$ cat src/mbox_pkg.sv
package mbox_pkg;

    // bus and data widths
    localparam int unsigned DATA_W = 32;
    localparam int unsigned ADDR_W = 4;

    // fifo depths
    localparam int unsigned TX_DEPTH = 8;
    localparam int unsigned RX_DEPTH = 4;

    // usage ports are count modulo depth
    localparam int unsigned TX_USAGE_W = $clog2(TX_DEPTH);
    localparam int unsigned RX_USAGE_W = $clog2(RX_DEPTH);

    // register byte offsets
    localparam logic [ADDR_W-1:0] REG_TXDATA = 4'h0;
    localparam logic [ADDR_W-1:0] REG_RXDATA = 4'h4;
    localparam logic [ADDR_W-1:0] REG_STATUS = 4'h8;
    localparam logic [ADDR_W-1:0] REG_CTRL   = 4'hC;

    // ctrl register bits
    localparam int unsigned CTRL_TX_FLUSH = 0;
    localparam int unsigned CTRL_RX_FLUSH = 1;

    // status register bit positions
    localparam int unsigned ST_TX_EMPTY     = 0;
    localparam int unsigned ST_TX_FULL      = 1;
    localparam int unsigned ST_RX_EMPTY     = 2;
    localparam int unsigned ST_RX_FULL      = 3;
    localparam int unsigned ST_RX_LAST      = 4;
    localparam int unsigned ST_TX_USAGE_LSB = 8;
    localparam int unsigned ST_RX_USAGE_LSB = 12;

    // axi response codes
    localparam logic [1:0] RESP_OKAY   = 2'b00;
    localparam logic [1:0] RESP_SLVERR = 2'b10;

    // receive payload
    typedef struct packed {
        logic [DATA_W-1:0] data;
        logic              last;
    } rx_item_t;

endpackage
$ cat src/axil_if.sv
`timescale 1ns/1ps

interface axil_if;
    import mbox_pkg::*;

    // write address channel
    logic [ADDR_W-1:0]   awaddr;
    logic                awvalid;
    logic                awready;
    // write data channel
    logic [DATA_W-1:0]   wdata;
    logic [DATA_W/8-1:0] wstrb;
    logic                wvalid;
    logic                wready;
    // write response channel
    logic [1:0]          bresp;
    logic                bvalid;
    logic                bready;
    // read address channel
    logic [ADDR_W-1:0]   araddr;
    logic                arvalid;
    logic                arready;
    // read data channel
    logic [DATA_W-1:0]   rdata;
    logic [1:0]          rresp;
    logic                rvalid;
    logic                rready;

    modport master (
        output awaddr, awvalid, wdata, wstrb, wvalid, bready, araddr, arvalid, rready,
        input  awready, wready, bresp, bvalid, arready, rdata, rresp, rvalid
    );

    modport slave (
        input  awaddr, awvalid, wdata, wstrb, wvalid, bready, araddr, arvalid, rready,
        output awready, wready, bresp, bvalid, arready, rdata, rresp, rvalid
    );

endinterface

$ cat src/mbox_top.sv
`timescale 1ns/1ps

module mbox_top (
    input  logic                          clk_i,
    input  logic                          rst_ni,
    // axi4-lite slave
    input  logic [mbox_pkg::ADDR_W-1:0]   s_axil_awaddr_i,
    input  logic                          s_axil_awvalid_i,
    output logic                          s_axil_awready_o,
    input  logic [mbox_pkg::DATA_W-1:0]   s_axil_wdata_i,
    input  logic [mbox_pkg::DATA_W/8-1:0] s_axil_wstrb_i,
    input  logic                          s_axil_wvalid_i,
    output logic                          s_axil_wready_o,
    output logic [1:0]                    s_axil_bresp_o,
    output logic                          s_axil_bvalid_o,
    input  logic                          s_axil_bready_i,
    input  logic [mbox_pkg::ADDR_W-1:0]   s_axil_araddr_i,
    input  logic                          s_axil_arvalid_i,
    output logic                          s_axil_arready_o,
    output logic [mbox_pkg::DATA_W-1:0]   s_axil_rdata_o,
    output logic [1:0]                    s_axil_rresp_o,
    output logic                          s_axil_rvalid_o,
    input  logic                          s_axil_rready_i,
    // transmit stream
    output logic [mbox_pkg::DATA_W-1:0]   tx_data_o,
    output logic                          tx_valid_o,
    input  logic                          tx_ready_i,
    // receive stream
    input  logic [mbox_pkg::DATA_W-1:0]   rx_data_i,
    input  logic                          rx_last_i,
    input  logic                          rx_valid_i,
    output logic                          rx_ready_o
);
    import mbox_pkg::*;

    logic                  tx_push;
    logic                  tx_pop;
    logic                  tx_flush;
    logic                  tx_full;
    logic                  tx_empty;
    logic [DATA_W-1:0]     tx_wdata;
    logic [TX_USAGE_W-1:0] tx_usage;
    logic                  rx_push;
    logic                  rx_pop;
    logic                  rx_flush;
    logic                  rx_full;
    logic                  rx_empty;
    rx_item_t              rx_item;
    rx_item_t              rx_head;
    logic [RX_USAGE_W-1:0] rx_usage;

    axil_if axil ();

    // master side of the bus comes from the top-level pins
    assign axil.awaddr      = s_axil_awaddr_i;
    assign axil.awvalid     = s_axil_awvalid_i;
    assign axil.wdata       = s_axil_wdata_i;
    assign axil.wstrb       = s_axil_wstrb_i;
    assign axil.wvalid      = s_axil_wvalid_i;
    assign axil.bready      = s_axil_bready_i;
    assign axil.araddr      = s_axil_araddr_i;
    assign axil.arvalid     = s_axil_arvalid_i;
    assign axil.rready      = s_axil_rready_i;
    assign s_axil_awready_o = axil.awready;
    assign s_axil_wready_o  = axil.wready;
    assign s_axil_bresp_o   = axil.bresp;
    assign s_axil_bvalid_o  = axil.bvalid;
    assign s_axil_arready_o = axil.arready;
    assign s_axil_rdata_o   = axil.rdata;
    assign s_axil_rresp_o   = axil.rresp;
    assign s_axil_rvalid_o  = axil.rvalid;

    // transmit stream drains the head, only the stream side pops
    assign tx_valid_o = !tx_empty;
    assign tx_pop     = tx_valid_o && tx_ready_i;

    // receive stream accepts while there is room
    assign rx_ready_o = !rx_full;
    assign rx_push    = rx_valid_i && rx_ready_o;
    assign rx_item    = '{data: rx_data_i, last: rx_last_i};

    axil_regs i_axil_regs (
        .clk_i      (clk_i),
        .rst_ni     (rst_ni),
        .bus        (axil.slave),
        .tx_push_o  (tx_push),
        .tx_data_o  (tx_wdata),
        .tx_full_i  (tx_full),
        .tx_empty_i (tx_empty),
        .tx_usage_i (tx_usage),
        .tx_flush_o (tx_flush),
        .rx_pop_o   (rx_pop),
        .rx_head_i  (rx_head),
        .rx_full_i  (rx_full),
        .rx_empty_i (rx_empty),
        .rx_usage_i (rx_usage),
        .rx_flush_o (rx_flush)
    );

    // registered head so a word shows on the stream one cycle after the write
    sync_fifo #(
        .FALL_THROUGH (1'b0),
        .DEPTH        (TX_DEPTH),
        .payload_t    (logic [DATA_W-1:0])
    ) i_tx_fifo (
        .clk_i   (clk_i),
        .rst_ni  (rst_ni),
        .flush_i (tx_flush),
        .full_o  (tx_full),
        .empty_o (tx_empty),
        .usage_o (tx_usage),
        .data_i  (tx_wdata),
        .push_i  (tx_push),
        .data_o  (tx_data_o),
        .pop_i   (tx_pop)
    );

    // fall-through so an arriving item can be read in the same cycle
    sync_fifo #(
        .FALL_THROUGH (1'b1),
        .DEPTH        (RX_DEPTH),
        .payload_t    (rx_item_t)
    ) i_rx_fifo (
        .clk_i   (clk_i),
        .rst_ni  (rst_ni),
        .flush_i (rx_flush),
        .full_o  (rx_full),
        .empty_o (rx_empty),
        .usage_o (rx_usage),
        .data_i  (rx_item),
        .push_i  (rx_push),
        .data_o  (rx_head),
        .pop_i   (rx_pop)
    );

endmodule

$ cat src/axil_regs.sv
`timescale 1ns/1ps

module axil_regs (
    input  logic                            clk_i,
    input  logic                            rst_ni,
    axil_if.slave                           bus,
    // transmit fifo
    output logic                            tx_push_o,
    output logic [mbox_pkg::DATA_W-1:0]     tx_data_o,
    input  logic                            tx_full_i,
    input  logic                            tx_empty_i,
    input  logic [mbox_pkg::TX_USAGE_W-1:0] tx_usage_i,
    output logic                            tx_flush_o,
    // receive fifo
    output logic                            rx_pop_o,
    input  mbox_pkg::rx_item_t              rx_head_i,
    input  logic                            rx_full_i,
    input  logic                            rx_empty_i,
    input  logic [mbox_pkg::RX_USAGE_W-1:0] rx_usage_i,
    output logic                            rx_flush_o
);
    import mbox_pkg::*;

    logic              wr_accept;
    logic              rd_accept;
    logic              bvalid_q;
    logic [1:0]        bresp_d;
    logic [1:0]        bresp_q;
    logic              rvalid_q;
    logic [1:0]        rresp_d;
    logic [1:0]        rresp_q;
    logic [DATA_W-1:0] rdata_d;
    logic [DATA_W-1:0] rdata_q;
    logic [DATA_W-1:0] status;

    // write needs both address and data, and no pending response
    assign wr_accept   = bus.awvalid && bus.wvalid && !bvalid_q;
    assign bus.awready = wr_accept;
    assign bus.wready  = wr_accept;
    assign bus.bvalid  = bvalid_q;
    assign bus.bresp   = bresp_q;

    // read address taken whenever the read response slot is free
    assign bus.arready = !rvalid_q;
    assign rd_accept   = bus.arvalid && !rvalid_q;
    assign bus.rvalid  = rvalid_q;
    assign bus.rresp   = rresp_q;
    assign bus.rdata   = rdata_q;

    // wstrb is ignored and every write is a full word
    assign tx_data_o = bus.wdata;

    // status word from live fifo flags
    always_comb begin
        status                                   = '0;
        status[ST_TX_EMPTY]                      = tx_empty_i;
        status[ST_TX_FULL]                       = tx_full_i;
        status[ST_RX_EMPTY]                      = rx_empty_i;
        status[ST_RX_FULL]                       = rx_full_i;
        // head content is only meaningful while something is queued
        status[ST_RX_LAST]                       = rx_head_i.last && !rx_empty_i;
        status[ST_TX_USAGE_LSB +: TX_USAGE_W]    = tx_usage_i;
        status[ST_RX_USAGE_LSB +: RX_USAGE_W]    = rx_usage_i;
    end

    // write decode, side effects only in the acceptance cycle
    always_comb begin
        tx_push_o  = 1'b0;
        tx_flush_o = 1'b0;
        rx_flush_o = 1'b0;
        bresp_d    = RESP_SLVERR;
        if (wr_accept) begin
            case (bus.awaddr)
                REG_TXDATA: begin
                    // full fifo drops the word
                    if (!tx_full_i) begin
                        tx_push_o = 1'b1;
                        bresp_d   = RESP_OKAY;
                    end
                end
                REG_CTRL: begin
                    tx_flush_o = bus.wdata[CTRL_TX_FLUSH];
                    rx_flush_o = bus.wdata[CTRL_RX_FLUSH];
                    bresp_d    = RESP_OKAY;
                end
                default: begin
                    bresp_d = RESP_SLVERR;
                end
            endcase
        end
    end

    // read decode
    always_comb begin
        rx_pop_o = 1'b0;
        rresp_d  = RESP_SLVERR;
        rdata_d  = '0;
        if (rd_accept) begin
            case (bus.araddr)
                REG_RXDATA: begin
                    // empty fifo answers an error with zero data
                    if (!rx_empty_i) begin
                        rx_pop_o = 1'b1;
                        rresp_d  = RESP_OKAY;
                        rdata_d  = rx_head_i.data;
                    end
                end
                REG_STATUS: begin
                    rresp_d = RESP_OKAY;
                    rdata_d = status;
                end
                default: begin
                    rresp_d = RESP_SLVERR;
                end
            endcase
        end
    end

    // response valid flags
    always_ff @(posedge clk_i or negedge rst_ni) begin
        if (!rst_ni) begin
            bvalid_q <= 1'b0;
            rvalid_q <= 1'b0;
        end else begin
            if (wr_accept) begin
                bvalid_q <= 1'b1;
            end else if (bus.bready) begin
                bvalid_q <= 1'b0;
            end
            if (rd_accept) begin
                rvalid_q <= 1'b1;
            end else if (bus.rready) begin
                rvalid_q <= 1'b0;
            end
        end
    end

    // response payload held until the handshake
    always_ff @(posedge clk_i) begin
        if (wr_accept) begin
            bresp_q <= bresp_d;
        end
        if (rd_accept) begin
            rresp_q <= rresp_d;
            rdata_q <= rdata_d;
        end
    end

endmodule

$ cat src/sync_fifo.sv
`timescale 1ns/1ps

module sync_fifo #(
    // head follows data_i directly while empty
    parameter bit          FALL_THROUGH = 1'b0,
    // any depth of at least two
    parameter int unsigned DEPTH        = 8,
    parameter type         payload_t    = logic [31:0]
) (
    input  logic                     clk_i,
    input  logic                     rst_ni,
    input  logic                     flush_i,
    // status
    output logic                     full_o,
    output logic                     empty_o,
    output logic [$clog2(DEPTH)-1:0] usage_o,
    // write side
    input  payload_t                 data_i,
    input  logic                     push_i,
    // read side
    output payload_t                 data_o,
    input  logic                     pop_i
);
    localparam int unsigned PtrW = $clog2(DEPTH);

    // storage
    payload_t mem_q [DEPTH];

    // read and write pointers
    logic [PtrW-1:0] rd_ptr_q;
    logic [PtrW-1:0] rd_ptr_d;
    logic [PtrW-1:0] wr_ptr_q;
    logic [PtrW-1:0] wr_ptr_d;

    // one extra bit so that a full fifo is distinct from an empty one
    logic [PtrW:0] cnt_q;
    logic [PtrW:0] cnt_d;

    // item passes straight from input to output
    logic bypass;
    logic mem_we;

    // advance a pointer and wrap at the last entry
    function automatic logic [PtrW-1:0] next_ptr(input logic [PtrW-1:0] ptr);
        logic [PtrW-1:0] nxt;
        if (ptr == PtrW'(DEPTH - 1)) begin
            nxt = '0;
        end else begin
            nxt = ptr + 1'b1;
        end
        return nxt;
    endfunction

    // flags from the registered count
    assign full_o  = (cnt_q == (PtrW+1)'(DEPTH));
    assign empty_o = (cnt_q == '0) && !(FALL_THROUGH && push_i);
    // wraps to zero when full
    assign usage_o = cnt_q[PtrW-1:0];

    // an empty fall-through fifo forwards the incoming item
    assign bypass = FALL_THROUGH && (cnt_q == '0) && push_i && pop_i;
    assign mem_we = push_i && !bypass;

    // head of queue, or the input while empty in fall-through mode
    always_comb begin
        if (FALL_THROUGH && (cnt_q == '0)) begin
            data_o = data_i;
        end else begin
            data_o = mem_q[rd_ptr_q];
        end
    end

    // next pointer and count
    always_comb begin
        rd_ptr_d = rd_ptr_q;
        wr_ptr_d = wr_ptr_q;
        cnt_d    = cnt_q;
        if (!bypass) begin
            if (push_i) begin
                wr_ptr_d = next_ptr(wr_ptr_q);
            end
            if (pop_i) begin
                rd_ptr_d = next_ptr(rd_ptr_q);
            end
            // push and pop together leave the count alone
            if (push_i && !pop_i) begin
                cnt_d = cnt_q + 1'b1;
            end else if (pop_i && !push_i) begin
                cnt_d = cnt_q - 1'b1;
            end
        end
    end

    always_ff @(posedge clk_i or negedge rst_ni) begin
        if (!rst_ni) begin
            rd_ptr_q <= '0;
            wr_ptr_q <= '0;
            cnt_q    <= '0;
        end else if (flush_i) begin
            // flush wins over any push or pop in the same cycle
            rd_ptr_q <= '0;
            wr_ptr_q <= '0;
            cnt_q    <= '0;
        end else begin
            rd_ptr_q <= rd_ptr_d;
            wr_ptr_q <= wr_ptr_d;
            cnt_q    <= cnt_d;
        end
    end

    // payload storage
    always_ff @(posedge clk_i) begin
        if (mem_we) begin
            mem_q[wr_ptr_q] <= data_i;
        end
    end

endmodule

$ cat config.mk
export PLATFORM = sky130hd
export DESIGN_NAME = mbox_top
export DESIGN_NICKNAME = d
export VERILOG_FILES = /design/src/mbox_pkg.sv /design/src/axil_if.sv /design/src/mbox_top.sv /design/src/axil_regs.sv /design/src/sync_fifo.sv
export SDC_FILE = /design/constraint.sdc
export NUM_CORES = 1
export LEC_CHECK = 0
export BUFFER_PORTS_ARGS = -buffer_cell sky130_fd_sc_hd__buf_4
export CAP_MARGIN = 20
export CORE_ASPECT_RATIO = 0.5
export CORE_MARGIN = 2
export CORE_UTILIZATION = 25
export CTS_BUF_LIST = sky130_fd_sc_hd__clkbuf_4
export DETAILED_ROUTE_END_ITERATION = 12
export GPL_TIMING_DRIVEN = 0
export PLACE_DENSITY = 0.38
export RECOVER_POWER = 50
export SYNTH_ARGS = -nofsm -noshare
export SYNTH_HDL_FRONTEND = slang
export SYNTH_HIERARCHICAL = 1
export SYNTH_SLANG_ARGS = --single-unit
export TNS_END_PERCENT = 30
$ cat constraint.sdc
create_clock -name clk_i -period 7.34 [get_ports clk_i]
set_input_delay 0 -clock clk_i [delete_from_list [all_inputs] [get_ports clk_i]]
set_output_delay 0 -clock clk_i [all_outputs]
set_load 0.1 [all_outputs]
* Word level (Yosys, flattened, before mapping) *
Memories as Yosys holds them, arrays and structs flattened.
Cells that the tools add are included.

cells by class
  reduce and logical (&&, ||, !) cells = 38
  multiplexer cells = 46
  add/sub/neg operators = 8
  equality and inequality tests = 10

operator list
  kind                                                                   count
  32-bit case mux with 2 select lines                                    1
  33-bit 2-to-1 mux                                                      1
  32-bit 2-to-1 mux                                                      1
  3-bit 2-to-1 mux                                                       10
  2-bit 2-to-1 mux                                                       10
  1-bit 2-to-1 mux                                                       18
  1-bit logical AND                                                      14
  4-bit equality test, second input constant                             3
  4-bit 2-to-1 mux                                                       3
  2-bit nonzero test                                                     6
  1-bit logical NOT                                                      10
  3-bit by 1-bit adder with 3-bit output, second input constant          3
  3-bit equality test, second input constant                             3
  4-bit logical NOT                                                      2
  2-bit case mux with 2 select lines                                     2
  2-bit AND reduction                                                    3
  3-bit nonzero test                                                     2
  2-bit by 1-bit adder with 2-bit output, second input constant          2
  4-bit by 1-bit adder with 4-bit output, second input constant          1
  2-bit equality test, second input constant                             2
  4-bit by 3-bit equality test with 1-bit output, second input constant  1
  4-bit by 1-bit subtractor with 4-bit output, second input constant     1
  3-bit logical NOT                                                      1
  3-bit by 1-bit subtractor with 3-bit output, second input constant     1
  2-bit inequality test, second input constant                           1

word-level totals
  memories kept = 2
  bits of input ports = 86
  bits in registers = 55
  word-level logic and storage cells = 115
  memory bits (writable) = 388

memory list
  name             depth  bits a word  read ports  clocked after Yosys merged registers in  wr ports  RTL line         text
  i_tx_fifo.mem_q  8      32           1           0                                        1         sync_fifo.sv:27  payload_t mem_q [DEPTH];
  i_rx_fifo.mem_q  4      33           1           0                                        1         sync_fifo.sv:27

* Longest topological paths before layout *
Gate-level depths: netlist of run 1.

  depth in word-level cells = 13
  gate-level depth with buffers = 15
  depth with buffers taken out = 11

* Modules after synthesis *
Netlist of run 1, hierarchy kept.

modules (own cells, without submodules)
  module                 instances  area an instance (um^2)  cells an instance  seq. area each (um^2)
  sync_fifo (i_tx_fifo)  1          10,297.4                 447                7,937.6
  sync_fifo (i_rx_fifo)  1          5,716.7                  269                4,139.0
  axil_regs              1          1,764.2                  132                1,071.0
  mbox_top               1          20.0                     4                  0.0

* Worst setup path after synthesis of run 1 *
OpenSTA, ideal clock, no wires.

  kind = register to register
  from = register i_axil_regs.rvalid_q, in the netlist i_axil_regs/bus.rvalid
  to = memory i_rx_fifo/mem_q[0][0] (netlist name), enable pin
  stages on the path, launching flop included = 6
  required time = 6.930 ns
  arrival time = 3.978 ns
  path slack = 2.952 ns
  cells stage by stage = dfrtp_1 -> nor2b_1 -> and3_1 -> buf_2 -> or4b_1 -> and3_1

on the way
  word-level cells in the longest chain between the ends = 8

ends and longest elaborated chain
  item                                    RTL line          text
  start, declared                         axil_regs.sv:29   logic rvalid_q;
  start signal, assigned                  axil_regs.sv:123  rvalid_q <= 1'b0;
  start signal, assigned                  axil_regs.sv:131  rvalid_q <= 1'b1;
  start signal, assigned                  axil_regs.sv:133  rvalid_q <= 1'b0;
  1-bit logical NOT                       axil_regs.sv:45   assign rd_accept = bus.arvalid && !rvalid_q;
  1-bit logical AND                       axil_regs.sv:45
  named net i_axil_regs.rd_accept         axil_regs.sv:25   logic rd_accept;
  1-bit 2-to-1 mux                        axil_regs.sv:98   if (rd_accept) begin
  named net rx_pop                        mbox_top.sv:44    logic rx_pop;
  1-bit logical AND                       sync_fifo.sv:61   assign bypass = FALL_THROUGH && (cnt_q == '0) && push_i && pop_i;
  1-bit logical NOT                       sync_fifo.sv:62   assign mem_we = push_i && !bypass;
  1-bit logical AND                       sync_fifo.sv:62
  1-bit 2-to-1 mux                        sync_fifo.sv:113  if (mem_we) begin
  1-bit 2-to-1 mux (implied by the code)  sync_fifo.sv:114  mem_q[wr_ptr_q] <= data_i;
  end, declared                           sync_fifo.sv:27

The timed path passes the listed nets, and every way through them passes these cells.

* Worst setup path in the final report of run 1 *
  from = register i_axil_regs.rvalid_q, in the netlist i_axil_regs/bus.rvalid
  to = memory i_rx_fifo/mem_q[2][28] (netlist name), enable pin

The elaborated chain is that of the path after synthesis.

==> flow_summary.ini, run 1 <==
[status]
outcome = finished, violations left
violations = capacitance limit, slew limit

[sta]
setup_violations = 0
timing.fmax_ghz = 0.2073
finClkSkew_ns = 0.06361
tightestPinTransition_ns = 1.561
setup_ws_ns = 2.515
fin_tns_setup_ns = 0
slew-limit-headroom_pct = -4.279
drv_slew = 38
hold_viol = 0
post-route-min-period_ns = 4.825
hold_ws_ns = 0.1424
rsz0062_at_grt = no
period_share_pct = 65.74

[hold_path]
hp-start = rx_data_i[29]
hold_depth = 4
min_to = i_axil_regs/bus.rdata[29]
hold_path_class = in -> reg

[cts]
cts.repair.resized = 0
clk_latency_ns = 0.88
clk_pin_slew_ns = 0.07
htree_levels = 3
cts_num_sinks = 441
cts_buffer_depth = 3
cts_tree = done
root_buffer = clkbuf_4
cts_buffers = 107
post_cts_buffers = 0

[yosys]
syn_area_um2 = 17800
seq_area_frac_synth_pct = 73.87
synth_edf_count = 422
syn_avg_cell_area_um2 = 20.89
yosysWarnings = 6
synthFlopType = edfxtp_1
synthCells = 852
synth-seq-cells = 441
ys_types = 53
async_flop_share_pct = 4.308

[critical_path]
critPathArrivalTime_ns = 5.39
path_delay_family = simple AND/OR/NAND/NOR gates
crit_cells = 7
path_class = reg -> reg
slowest_delay_ns = 1.19
slowest_stage = clkbuf_1
crit_buf_inv = 3
r2r_cells = 7
rr_endpoint = i_rx_fifo/mem_q[2][28]
r2r_slack_ns = 2.51
cp.required_ns = 7.91
crit_path_max_fanout = 22
crit_chain = nor2b_1, clkbuf_1, and3_1, buf_2, or4b_1, and3_2, buf_12
worst_setup_path_start_kind = flip-flop
reg2reg_from = i_axil_regs/bus.rvalid
end_kind = flip-flop

[floorplan]
rows = 69
die-area_um2 = 73470
io-pin-count = 161
die_h_um = 192.7
start_util_pct = 25.17
core_area_um2 = 70710
die_x_um = 381.3

[final_layout]
final_core_util_pct = 32.71
fin_nets = 1368
drive_above_1_share_pct = 36.52
final_common_cell = edfxtp_1
finalNonFillerCells = 2319
area_growth_pct = 29.93
final_area_um2 = 23120
final_cell_mix = edfxtp_1 (422), clkbuf_4 (202), dlygate4sd3_1 (162)
fill_cells = 6919

[place]
dpl_worst_slack_ns = 3.160
dp.cells = 1955
portBuffers = 124
place_hpwl_um = 28070
place_congestion = 0.7265
place_area_um2 = 20340

[detailed_routing]
wl_per_cell_um = 19.54
drt_iter0_drc = 432
drc = 0
finalWirelength_um = 45320
dr.pass1.iters = 5
ant_nets = 0
viasPerCell = 4.201
vias = 9742

[pwr]
p_total_mw = 8.375
vdd_ir_drop_max_uv = 277.6
cellPowerDensity_nw_per_um2 = 362.2
leakagePower_nw = 7.868

[grt]
grt_pass1_vias = 10900
grt_max_degree = 23
antenna_found_initial = 3
overflow = 0
track_usage_pct = 12.52
grt_pass1_wl_um = 67490

[job]
cap_violations = 2
==> metal layers <==
metal  wire length (um)  track usage [%]
met1              19040            14.74
met2              23360            22.21
met3               1769            3.126
met4               1158            4.652
met5                  0                0
==> tightest hold or removal path, cell delays in order <==
cell           delay (ns)
dlygate4sd3_1        0.52
clkbuf_4             0.12
mux2_2               0.13
and3_1               0.13
==> cell usage after synthesis (7+ instances only) <==
master	instances	area share, %
a21oi_1	7	0.20
a32o_1	9	0.51
and3_1	28	0.98
buf_2	15	0.42
buf_4	40	1.7
buf_6	10	0.63
clkbuf_1	13	0.27
dfrtp_1	19	2.7
edfxtp_1	422	71
ha_1	11	0.77
inv_1	13	0.27
mux2_2	65	4.1
mux4_2	95	12
nand2b_1	8	0.28
nor2_1	20	0.42
nor3_1	7	0.20
==> repair_timing <==
item | 4_1_cts | 5_1_grt
hold endpoints to repair | 494 | 0
setup endpoints to repair | 0 | 0
hold buffers | 163 | 0
==> report_power, final <==
group	switching, mW	total [mW]	leakage, nW	internal (mW)
registers	0.0889	3.06	4.07	2.97
clock network	1.02	2.06	0.819	1.04
logic	2.09	3.26	2.98	1.17
==> worst max-delay path by stage <==
| stage | slack [ns] | to | startpoint |
|---|---|---|---|
| after floorplan | 2.95 | i_rx_fifo/mem_q[0][0] | i_axil_regs/bus.rvalid |
| after global placement | -0.30 | i_tx_fifo/mem_q[1][11] | i_tx_fifo/cnt_q[3] |
| final | 2.51 | i_rx_fifo/mem_q[2][28] | i_axil_regs/bus.rvalid |
| after CTS | 2.52 | i_rx_fifo/mem_q[2][28] | i_rx_fifo/cnt_q[1] |
| after detailed placement | 3.16 | i_rx_fifo/mem_q[0][30] | i_rx_fifo/cnt_q[0] |
| after global routing | 2.11 | i_rx_fifo/mem_q[2][28] | i_axil_regs/bus.rvalid |
==> kinds of logic (layout without fill, tap and decap cells) <==
logic type	after synthesis	after routing	synth area share, %
DFF	441	441	73.87
muxes	167	167	16.71
and+or+nand+nor	103	103	3.606
buffers and inverters	95	600	3.388
AOI/OAI and AO/OA	29	29	1.258
adders and majority gates	13	13	0.9982
xor gates and xnor gates	3	3	0.1477
other	1	5	0.02107
==> state kept, by name, indices dropped and copies added (netlist names) <==
signal and cells:
i_tx_fifo/mem_q 256, i_rx_fifo/mem_q 132, i_axil_regs/bus.rdata 32, i_tx_fifo/cnt_q 4, i_rx_fifo/cnt_q 3, i_tx_fifo/rd_ptr_q 3, i_tx_fifo/wr_ptr_q 3, i_rx_fifo/rd_ptr_q 2
i_rx_fifo/wr_ptr_q 2, i_axil_regs/bus.bresp 1, i_axil_regs/bus.bvalid 1, i_axil_regs/bus.rresp 1, i_axil_regs/bus.rvalid 1
==> cell type report <==
cell class,instances,area (um2),area share (%)
multi-input cells,317,4111,17.78
inverters,13,48.80,0.2110
flip-flops and latches,441,13150,56.86
clock inverters,45,237.7,1.028
repair buffers,307,2678,11.58
well taps,958,1199,5.183
clock buffers,153,1149,4.967
diodes,3,7.507,0.03246
plain buffers,82,546.8,2.364
No activity file was read; power rests on OpenSTA's default activity.
==> inputs of run 2 (changes only) <==
--- a/config.mk
+++ b/config.mk
@@ -13,7 +13,7 @@
 export CTS_BUF_LIST = sky130_fd_sc_hd__clkbuf_4
 export DETAILED_ROUTE_END_ITERATION = 12
 export GPL_TIMING_DRIVEN = 0
-export PLACE_DENSITY = 0.38
+export PLACE_DENSITY = 0.4
 export RECOVER_POWER = 50
 export SYNTH_ARGS = -nofsm -noshare
 export SYNTH_HDL_FRONTEND = slang
==> constraint.sdc (replaced) <==
create_clock -name clk_i -period 4.1 [get_ports clk_i]
set_input_delay 0 -clock clk_i [delete_from_list [all_inputs] [get_ports clk_i]]
set_output_delay 0 -clock clk_i [all_outputs]
set_load 0.1 [all_outputs]
==> run 2 against run 1 <==
Compared with the run above:
- sequential cell count unchanged
- the run now ends clean
- setup slack got worse by 2.2 ns
- largest power group unchanged
- critical path type unchanged
- register-to-register slack got worse by 2.2 ns
- final cell count about the same
- utilization about the same
- highest routed layer unchanged
==> flow_summary.ini, run 2 (synthesis results as in run 1) <==
[grt]
grt_pass1_wl_um = 66540
track_usage_pct = 12.32
overflow = 0
grt_max_degree = 28
grt_pass1_vias = 10800
antenna_found_initial = 2

[final_layout]
drive_above_1_share_pct = 36.67
area_growth_pct = 29.73
final_common_cell = edfxtp_1
top_register = i_tx_fifo/mem_q
final_core_util_pct = 32.66
fin_nets = 1367
largest_reg_flops = 256
fill_cells = 6881
multiInputGateArea_um2 = 4111
final_cell_mix = edfxtp_1 (422), clkbuf_4 (198), dlygate4sd3_1 (163)
regArea_um2 = 13150

[status]
outcome = finished clean

[place]
place_hpwl_um = 27130
place_congestion = 0.6756
portBuffers = 124

[sta]
tightestPinTransition_ns = 1.311
hold_viol = 0
timing.fmax_ghz = 0.2666
period_share_pct = 91.47
setup_violations = 0
post-route-min-period_ns = 3.750
slew-limit-headroom_pct = 12.63
rsz0062_at_grt = no
finClkSkew_ns = 0.08643
drv_slew = 0

[pwr]
leakagePower_nw = 7.855
pwr-share-seq_pct = 37.1
swShare_pct = 38.58
p_total_mw = 14.76
p_comb_share_pct = 39.5
p_sw_mw = 5.696
cellPowerDensity_nw_per_um2 = 639.3
clock_power_share_pct = 23.4
vdd_ir_drop_max_uv = 322.8
power.internal_mw = 9.066

[critical_path]
path_class = reg -> reg
critPathArrivalTime_ns = 4.26
crit_path_max_fanout = 23
slowest_delay_ns = 0.58
crit_chain = buf_6, inv_1, and3_1, nor2b_1, buf_2, nor4_1, nor3_4, buf_4, and3_1, buf_2, or4b_1, and3_2, buf_12
worst_setup_path_start_kind = flip-flop
cp.required_ns = 4.61
slowest_stage = nor4_1
end_kind = flip-flop

[detailed_routing]
drt_iter0_drc = 528
ant_nets = 0
viasPerCell = 4.169
finalWirelength_um = 44340
dr.pass1.iters = 5
vias = 9663
wl_per_cell_um = 19.13
drc = 0

[floorplan]
start_util_pct = 25.17
rows = 69
die_h_um = 192.7
io-pin-count = 161
core_area_um2 = 70710
die_x_um = 381.3
die-area_um2 = 73470

[cts]
root_buffer = clkbuf_4
clk_pin_slew_ns = 0.08
htree_levels = 3
cts_buffer_depth = 3
cts_tree = done
clk_latency_ns = 0.89
cts_num_sinks = 441
cts_buffers = 104

[hold_path]
hold_path_class = in -> reg

[job]
cap_violations = 0
-- run 2: cell count changes in the layout (fill, tap and decap cells not counted), moves of 3 or more --
cell / change
clkbuf_4: -4
clkinv_2: +5
clkbuf_1: -5
clkinv_1: +3
-- run 2: area by class of cell --
class	count	share of cell area [%]
Antenna cell	2	0.02168
Tap cell	958	5.191
Clock buffer	145	4.714
Clock inverter	51	0.9104
Multi-Input combinational cell	317	17.81
Buffer	82	2.379
Sequential cell	441	56.94
Inverter	13	0.2113
Timing Repair Buffer	309	11.82
-- run 2: worst max-delay path, delay by kind of cell (launching register included) --
family | cells | cell delay (ns)
AND/OR/NAND/NOR | 7 | 1.99
flip-flops | 1 | 0.39
buffers and inverters | 6 | 1.04
-- run 2: metal layers --
metal / global-route usage (%) / vias to the layer above / wire length, um
li1: - / 4389 / -
met2: 21.51 / 177 / 22750
met4: 4.469 / 0 / 966
met3: 3.021 / 75 / 1523
met5: 0 / - / 0
met1: 14.85 / 5022 / 19100
-- run 2: power groups by stage --
stage	logic, mW	registers (mW)	clock network, mW
finish	5.83	5.48	3.45
global route	6.20	5.52	3.86
CTS	6.02	5.49	3.64
detailed placement	5.86	5.58	0
global placement	5.76	5.58	0
floorplan	4.30	5.74	0
-- run 2: what timing repair did --
item	CTS	global route
gates resized for setup	1	0
setup endpoints to repair	92	93
pin swaps	0	1
setup buffers	0	2
hold buffers	164	0
endpoints found under the hold margin	496	0
-- run 2: path summary, 6_finish.rpt --
check,startpoint,to,slack (ns),depth (start not counted)
min in group asynchronous,rst_ni,i_tx_fifo/wr_ptr_q[1],0.65,4
max in group asynchronous,rst_ni,i_rx_fifo/rd_ptr_q[1],2.59,4
setup reg to reg,i_rx_fifo/cnt_q[0],i_rx_fifo/mem_q[3][4],0.35,13
hold / removal,rx_data_i[23],i_axil_regs/bus.rdata[23],0.16,4
hold reg to reg,i_rx_fifo/wr_ptr_q[1],i_rx_fifo/wr_ptr_q[1],0.62,2
setup / recovery,i_rx_fifo/cnt_q[0],i_rx_fifo/mem_q[3][4],0.35,13
-- run 2: stage by stage --
| step | setup TNS, ns | cells | hold slack (ns) | area (um2) | setup slack [ns] |
|---|---|---|---|---|---|
| 2_1_floorplan | -11.05 | 853 | -0.2956 | 17800 | -0.1736 |
| 3_3_place_gp | -529.17 | 1935 | -0.07759 | 19930 | -2.907 |
| 3_5_place_dp | -3.738 | 1954 | -0.07255 | 20330 | -0.05388 |
| 4_1_cts | 0 | 2314 | 0.01541 | 23280 | 0.1212 |
| 5_1_grt | 0 | 2318 | 0.07828 | 23090 | 0.07306 |
| 6_report | 0 | 2318 | 0.1587 | 23090 | 0.3495 |
